$ cat config.mk
export PLATFORM = sky130hd
export DESIGN_NAME = memset_top
export DESIGN_NICKNAME = d
export VERILOG_FILES = /design/src/memset_pkg.sv /design/src/host_access.sv /design/src/memory_controller.sv /design/src/memset_engine.sv /design/src/memset_top.sv /design/src/single_port_ram.sv
export SDC_FILE = /design/constraint.sdc
export NUM_CORES = 1
export LEC_CHECK = 0
export ABC_CLOCK_PERIOD_IN_PS = 5300
export BUFFER_PORTS_ARGS = -buffer_cell sky130_fd_sc_hd__buf_2
export CORE_MARGIN = 2
export CORE_UTILIZATION = 43
export DETAILED_ROUTE_END_ITERATION = 6
export PLACE_DENSITY = 0.63
export SYNTH_ARGS = -nofsm -noshare
export SYNTH_HDL_FRONTEND = slang
export SYNTH_SLANG_ARGS = --single-unit
$ cat constraint.sdc
create_clock -name clk -period 5.3 [get_ports clk]
set_input_delay 1.325 -clock clk [delete_from_list [all_inputs] [get_ports clk]]
set_output_delay 1.325 -clock clk [all_outputs]
set_load 0.02 [all_outputs]
$ cat src/memset_pkg.sv
`default_nettype none

package memset_pkg;

	// Address and data widths.
	localparam int addr_w = 32;
	localparam int data_w = 8;
	localparam int count_w = 32; // Fill count n.

	// RAM geometry.
	localparam int index_w = 5;
	localparam int region_w = addr_w - index_w; // 27 bits above the index.
	localparam int ram_depth = 32;

	// Engine FSM encoding.
	localparam logic [1:0] st_idle = 2'd0;
	localparam logic [1:0] st_run = 2'd1;
	localparam logic [1:0] st_done = 2'd2;

	// Split view of an address.
	// A nonzero region lies outside the RAM.
	typedef struct packed {
		logic [region_w-1:0] region;
		logic [index_w-1:0] index;
	} mem_addr_s;

	// One address word seen two ways.
	// The engine steps raw, the controller decodes f.
	typedef union packed {
		logic [addr_w-1:0] raw;
		mem_addr_s f;
	} mem_addr_u;

endpackage

`default_nettype wire

$ cat src/host_access.sv
`timescale 1ns/10ps
`default_nettype none

module host_access
(
	input logic clk,
	input logic reset,
	input logic host_req,
	input logic host_we,
	input logic [memset_pkg::addr_w-1:0] host_addr,
	input logic [memset_pkg::data_w-1:0] host_wdata,
	input logic grant,
	input logic rd_valid,
	input logic [memset_pkg::data_w-1:0] rd_data,
	output logic host_busy,
	output logic host_pend,
	output logic pend_we,
	output logic [memset_pkg::addr_w-1:0] pend_addr,
	output logic [memset_pkg::data_w-1:0] pend_wdata,
	output logic host_rvalid,
	output logic [memset_pkg::data_w-1:0] host_rdata
);

	logic pend_q; // Request waiting for grant.
	logic rd_wait_q; // Granted read waiting for its data.
	logic accept;
	logic rd_done;

	assign accept = host_req && !host_busy;
	assign rd_done = rd_valid && rd_wait_q;

	always_ff @(posedge clk)
	begin
		if (reset)
		begin
			pend_q <= 1'b0;
			rd_wait_q <= 1'b0;
			host_rvalid <= 1'b0;
		end
		else
		begin
			host_rvalid <= 1'b0;
			if (accept)
			begin
				pend_q <= 1'b1;
			end
			else if (grant && pend_q)
			begin
				pend_q <= 1'b0;
				rd_wait_q <= !pend_we; // A write is done at grant.
			end
			if (rd_done)
			begin
				rd_wait_q <= 1'b0;
				host_rvalid <= 1'b1;
			end
		end
	end

	// Request and return data.
	always_ff @(posedge clk)
	begin
		if (accept)
		begin
			pend_we <= host_we;
			pend_addr <= host_addr;
			pend_wdata <= host_wdata;
		end
		if (rd_done)
		begin
			host_rdata <= rd_data;
		end
	end

	assign host_pend = pend_q;
	assign host_busy = pend_q || rd_wait_q;

endmodule

`default_nettype wire

$ cat src/memory_controller.sv
`timescale 1ns/10ps
`default_nettype none

module memory_controller
(
	input logic clk,
	input logic reset,
	input logic eng_we,
	input logic [memset_pkg::addr_w-1:0] eng_addr,
	input logic [memset_pkg::data_w-1:0] eng_data,
	input logic host_pend,
	input logic pend_we,
	input logic [memset_pkg::addr_w-1:0] pend_addr,
	input logic [memset_pkg::data_w-1:0] pend_wdata,
	input logic [memset_pkg::data_w-1:0] ram_out,
	output logic grant,
	output logic rd_valid,
	output logic [memset_pkg::data_w-1:0] rd_data,
	output logic [memset_pkg::index_w-1:0] ram_addr,
	output logic ram_we,
	output logic [memset_pkg::data_w-1:0] ram_in
);

	import memset_pkg::*;

	mem_addr_u sel_addr;
	logic host_sel;
	logic sel_we;
	logic [data_w-1:0] sel_data;
	logic in_region;
	logic rd_pend_q; // Host read in flight.
	logic hit_q; // Its region was zero.

	// Engine first, host only in a free cycle.
	always_comb
	begin
		host_sel = host_pend && !eng_we;
		sel_addr.raw = eng_we ? eng_addr : pend_addr;
		sel_data = eng_we ? eng_data : pend_wdata;
		sel_we = eng_we || (host_sel && pend_we);
		in_region = (sel_addr.f.region == '0);
	end

	assign grant = host_sel;

	// Out of region writes are dropped here.
	assign ram_addr = sel_addr.f.index;
	assign ram_we = sel_we && in_region;
	assign ram_in = sel_data;

	// Tag for the read return path.
	always_ff @(posedge clk)
	begin
		if (reset)
		begin
			rd_pend_q <= 1'b0;
			hit_q <= 1'b0;
		end
		else
		begin
			rd_pend_q <= host_sel && !pend_we;
			hit_q <= in_region;
		end
	end

	assign rd_valid = rd_pend_q;
	assign rd_data = hit_q ? ram_out : '0; // Zero outside the RAM.

endmodule

`default_nettype wire

$ cat src/memset_engine.sv
`timescale 1ns/10ps
`default_nettype none

module memset_engine
(
	input logic clk,
	input logic reset,
	input logic start,
	input logic [memset_pkg::addr_w-1:0] m,
	input logic [memset_pkg::data_w-1:0] c,
	input logic [memset_pkg::count_w-1:0] n,
	output logic busy,
	output logic finish,
	output logic [memset_pkg::addr_w-1:0] return_val,
	output logic eng_we,
	output logic [memset_pkg::addr_w-1:0] eng_addr,
	output logic [memset_pkg::data_w-1:0] eng_data
);

	import memset_pkg::*;

	logic [1:0] state_q;
	logic [count_w-1:0] count_q; // Writes still to do.
	mem_addr_u addr_q; // Next write address.
	logic [data_w-1:0] c_q;
	logic [addr_w-1:0] m_q;

	logic start_ok;
	logic zero_len;
	logic last_write;

	// Start is only taken from idle.
	assign start_ok = (state_q == st_idle) && start;
	assign zero_len = (n == '0);
	assign last_write = (state_q == st_run) && (count_q == count_w'(1));

	// FSM.
	always_ff @(posedge clk)
	begin
		if (reset)
		begin
			state_q <= st_idle;
			finish <= 1'b0;
		end
		else
		begin
			finish <= 1'b0; // Single-cycle pulse.
			case (state_q)
				st_idle:
				begin
					if (start_ok)
					begin
						if (zero_len)
						begin
							// Nothing to write so finish comes next cycle.
							state_q <= st_done;
							finish <= 1'b1;
						end
						else
						begin
							state_q <= st_run;
						end
					end
				end
				st_run:
				begin
					if (last_write)
					begin
						state_q <= st_done;
						finish <= 1'b1;
					end
				end
				st_done:
				begin
					state_q <= st_idle;
				end
				default:
				begin
					state_q <= st_idle;
				end
			endcase
		end
	end

	// Operands, address and count.
	always_ff @(posedge clk)
	begin
		if (start_ok)
		begin
			m_q <= m;
			c_q <= c;
			addr_q.raw <= m;
			count_q <= n;
			if (zero_len)
			begin
				return_val <= m;
			end
		end
		else if (state_q == st_run)
		begin
			addr_q.raw <= addr_q.raw + addr_w'(1); // Plain word increment.
			count_q <= count_q - count_w'(1);
			if (last_write)
			begin
				return_val <= m_q;
			end
		end
	end

	// One write per cycle while running.
	assign eng_we = (state_q == st_run);
	assign eng_addr = addr_q.raw;
	assign eng_data = c_q;

	// Busy through the finish cycle.
	assign busy = (state_q != st_idle);

endmodule

`default_nettype wire

$ cat src/memset_top.sv
`timescale 1ns/10ps
`default_nettype none

module memset_top
(
	input logic clk,
	input logic reset,
	input logic start,
	input logic [memset_pkg::addr_w-1:0] m,
	input logic [memset_pkg::data_w-1:0] c,
	input logic [memset_pkg::count_w-1:0] n,
	input logic host_req,
	input logic host_we,
	input logic [memset_pkg::addr_w-1:0] host_addr,
	input logic [memset_pkg::data_w-1:0] host_wdata,
	output logic busy,
	output logic finish,
	output logic [memset_pkg::addr_w-1:0] return_val,
	output logic host_busy,
	output logic host_rvalid,
	output logic [memset_pkg::data_w-1:0] host_rdata
);

	import memset_pkg::*;

	// Engine request.
	logic eng_we;
	logic [addr_w-1:0] eng_addr;
	logic [data_w-1:0] eng_data;

	// Host request and return.
	logic host_pend;
	logic pend_we;
	logic [addr_w-1:0] pend_addr;
	logic [data_w-1:0] pend_wdata;
	logic grant;
	logic rd_valid;
	logic [data_w-1:0] rd_data;

	// RAM port.
	logic [index_w-1:0] ram_addr;
	logic ram_we;
	logic [data_w-1:0] ram_in;
	logic [data_w-1:0] ram_out;

	memset_engine u_engine (
		.clk(clk),
		.reset(reset),
		.start(start),
		.m(m),
		.c(c),
		.n(n),
		.busy(busy),
		.finish(finish),
		.return_val(return_val),
		.eng_we(eng_we),
		.eng_addr(eng_addr),
		.eng_data(eng_data)
	);

	host_access u_host (
		.clk(clk),
		.reset(reset),
		.host_req(host_req),
		.host_we(host_we),
		.host_addr(host_addr),
		.host_wdata(host_wdata),
		.grant(grant),
		.rd_valid(rd_valid),
		.rd_data(rd_data),
		.host_busy(host_busy),
		.host_pend(host_pend),
		.pend_we(pend_we),
		.pend_addr(pend_addr),
		.pend_wdata(pend_wdata),
		.host_rvalid(host_rvalid),
		.host_rdata(host_rdata)
	);

	memory_controller u_ctrl (
		.clk(clk),
		.reset(reset),
		.eng_we(eng_we),
		.eng_addr(eng_addr),
		.eng_data(eng_data),
		.host_pend(host_pend),
		.pend_we(pend_we),
		.pend_addr(pend_addr),
		.pend_wdata(pend_wdata),
		.ram_out(ram_out),
		.grant(grant),
		.rd_valid(rd_valid),
		.rd_data(rd_data),
		.ram_addr(ram_addr),
		.ram_we(ram_we),
		.ram_in(ram_in)
	);

	single_port_ram u_ram (
		.clk(clk),
		.ram_addr(ram_addr),
		.ram_we(ram_we),
		.ram_in(ram_in),
		.ram_out(ram_out)
	);

endmodule

`default_nettype wire

$ cat src/single_port_ram.sv
`timescale 1ns/10ps
`default_nettype none

module single_port_ram
(
	input logic clk,
	input logic [memset_pkg::index_w-1:0] ram_addr,
	input logic ram_we,
	input logic [memset_pkg::data_w-1:0] ram_in,
	output logic [memset_pkg::data_w-1:0] ram_out
);

	import memset_pkg::*;

	// Byte storage.
	logic [data_w-1:0] mem [0:ram_depth-1];

	// Write on the edge.
	always_ff @(posedge clk)
	begin
		if (ram_we)
		begin
			mem[ram_addr] <= ram_in;
		end
	end

	// Registered read returns the old word on a same-cycle write.
	always_ff @(posedge clk)
	begin
		ram_out <= mem[ram_addr];
	end

endmodule

`default_nettype wire

==> impl_results.md <==
* Initial core utilization at 43.4%
* XOR/XNOR share of the synthesized area at under 10%
* Fin nets at approximately 1500
* Die Footprint at around 44000 µm²
* Buffers on Ports at 160
* Maximum clock rate at about 0.26 GHz
* Initial antenna violation count at 5
* Power Dens Cells at ~390 nW/µm²
* Initial drt markers at between 900 and 1000
* FF+latch count, synth at between 400 and 500
* Setup TNS at 0 ps
* First-pass GRT wire length at roughly 65 mm
* Count leader, synth: edfxtp_1
* Worst setup SP type: flip-flop
* Setup bufs post-CTS at 0
* Final Max Tran Viols at 0
* Worst Tran Pin Value at approximately 1200 ps
* Total grt overflow at 0
* H-Tree Depth at 2
* # DRC at 0
* Worst skew pair latency at 580 ps
* Fill cells at roughly 3500
* Hold Path Depth at 1
* CTS Buffer Depth at 3
* CP max stage delay at 1010 ps
* Final ANT Viol Nets at 0
* Syn Std Cell Area at about 18000 µm²
* Vias per cell at between 5 and 6
* Top FF cell, synth: edfxtp_1
* Largest family of logic cells by synthesized area: compound AO/OA/AOI/OAI gates
* Unrepaired setup endpoints after global routing: no
* Yosys top cell by area: edfxtp_1
* Drt total wl at between 40 and 50 mm
* Final Cycle Share at approximately 70%
* Async S/R FF share, synth at 0%
* Synth Area in Adders at less than 1%
* Synth top cells by count: 441 x edfxtp_1, 186 x nand2_1, 65 x a22o_1
* Rows at 75
* Core ar. at about 42000 µm²
* Hold Crit Class: flip-flop to flip-flop
* Vias in the first global route at around 11000
* CTS Hold Bufs at 0
* Post-synthesis mux area share at less than 1%
* Worst Setup End Kind: flip-flop
* Final setup vio count at 0
* Syn nets at 1329
* Share of layout cells above drive strength 1 at 20.4%
* Post-Synthesis Cells at ~1200
* Wire length per cell at 21.5 µm
* Placed wire-length estimate at about 27 mm
* CTS tree: yes
* Largest net degree at the start of global routing at 100
* Number of clock sinks at between 400 and 500
* Simple-gate share of the synthesized area at under 10%
* Area fraction of the dominant cell type after synthesis at between 70% and 80%
* Num ports at 161
* DR pass1 iterations at 5
* Die Y at approximately 210 µm
* RD Place Congestion at slightly above 0.8
* Number of synthesized flops with an enable pin at about 440
* Vias at about 11000
* CTS buffer count at 46
* Synth area leaders: edfxtp_1 73%, nand2_1 3.8%, a22o_1 3.1%
* Worst path cell trace: nand2b_1, buf_4, a31o_2, nand2_1, nor3_1
* Worst-case reg-to-reg path depth at 5
* Gr usage total at between 15 and 20%
* Worst clock skew at ~21 ps
* WS Path Type: flip-flop to flip-flop
* Post-synthesis compound-gate area fraction at 10.2%
* Sequential share of the synthesized area at between 70% and 80%
* Synth cell types at 46
* Die Width at roughly 210 µm
* Arr. time, crit path at roughly 4000 ps
* Status: finished clean
* Peak supply drop at 226 µV
* Crit-path max FO at 35
* Fin util at 50.6%
* Post_cts resized at 0
* Reported max-cap violation count at 0
* Ys Warns at 0
* Required @ worst endpoint at 5500 ps
* Min Tclk post-route at 3820 ps
* Leakage at ~0.0072 µW
* Clk root buf: clkbuf_16
* Layout area overhead at 16.5%
* Max-slew headroom at between 10% and 20%
* Final Hold Fails at 0
* Reg clk slew, reported paths at 60 ps
* Synthesized area per cell at 15.0 µm²
* CP max-delay cell: nor3_1
worst paths after layout:
kind | startpoint | endpoint | slack [ps]
worst max register to register | u_engine.state_q[1] | u_ram.mem[1][1] | 1480
worst max-delay path | u_engine.state_q[1] | u_ram.mem[1][1] | 1480
worst min register to register | u_host.pend_we | u_ctrl.rd_valid | 480
worst min-delay path | u_host.pend_we | u_ctrl.rd_valid | 480
registers in the layout, summed over array words and instances (netlist names), 2 cells and up:
register and count:
u_ram.mem 256, u_engine.count_q 32, u_engine.eng_addr 32, u_engine.m_q 32
u_engine.return_val 32, u_host.pend_addr 32, u_engine.eng_data 8, u_host.host_rdata 8
u_host.pend_wdata 8, u_ram.ram_out 8, u_engine.state_q 2
per-layer routing:
layer  global-route usage, %  wire, µm  vias to the layer above
li1                        -         -                     5107
met1                    25.9     18000                     5455
met2                    31.2     19900                      390
met3                    4.16      2750                       98
met4                    8.40      1660                        2
met5                       0        13                        -
cells in the final DEF, fill, tap and decap left out, types with 12 or more instances in the layout:
| cell | instances |
|---|---|
| o21ai_0 | 59 |
| dfxtp_1 | 16 |
| a221oi_2 | 17 |
| buf_2 | 160 |
| nand2_1 | 184 |
| nand3_1 | 18 |
| o22ai_1 | 32 |
| nor3_1 | 50 |
| nor2_1 | 26 |
| or4_1 | 12 |
| nor4_1 | 26 |
| a22o_1 | 65 |
| xnor2_1 | 33 |
| xor2_1 | 25 |
| clkbuf_16 | 46 |
| buf_4 | 32 |
| a221oi_1 | 47 |
| edfxtp_1 | 441 |
power by group:
group          switching [µW]  leakage, µW  internal, µW  total, µW
clock network            1350     0.000748          1940       3290
logic                     496      0.00225           260        755
registers                 103      0.00423          4180       4290
final cells by class:
cell class | count | area, µm² | share of cell area (%)
multi-input cells | 680 | 4270 | 20.2
flip-flops and latches | 457 | 13600 | 64.2
diodes | 5 | 12.5 | 0.0592
clock buffers | 56 | 1190 | 5.63
clock inverters | 30 | 332 | 1.57
well taps | 539 | 674 | 3.19
inverters | 7 | 28.8 | 0.136
repair buffers | 193 | 1060 | 5.02
per-stage QoR:
step / setup slack, ps / instance area [µm²] / hold slack [ps] / power [µW] / std cells
6_report: 1480 / 21100 / 478 / 8330 / 1967
4_1_cts: 1440 / 21100 / 479 / 8390 / 1962
5_1_grt: 1130 / 21100 / 505 / 8610 / 1966
3_3_place_gp: 1680 / 19600 / 457 / 5100 / 1876
2_1_floorplan: 1700 / 18100 / 432 / 4820 / 1209
3_5_place_dp: 1470 / 19600 / 472 / 5120 / 1876
kinds of logic (layout without fill, tap and decap cells):
kind of cell,Yosys count,after routing
and+or+nand+nor,379,379
DFF,457,457
buffers and inverters,72,286
adders and majority gates,3,3
muxes,1,1
other,0,5
AOI/OAI and AO/OA,239,239
xor gates and xnor gates,58,58
critical path, delay by kind of cell (launching register included):
family                 cells  cell delay, ps
DFF                        1             380
and+or+nand+nor            3            2020
buffers and inverters      1             320
AOI/OAI and AO/OA          1             720
(Power assumes the default switching activity.)
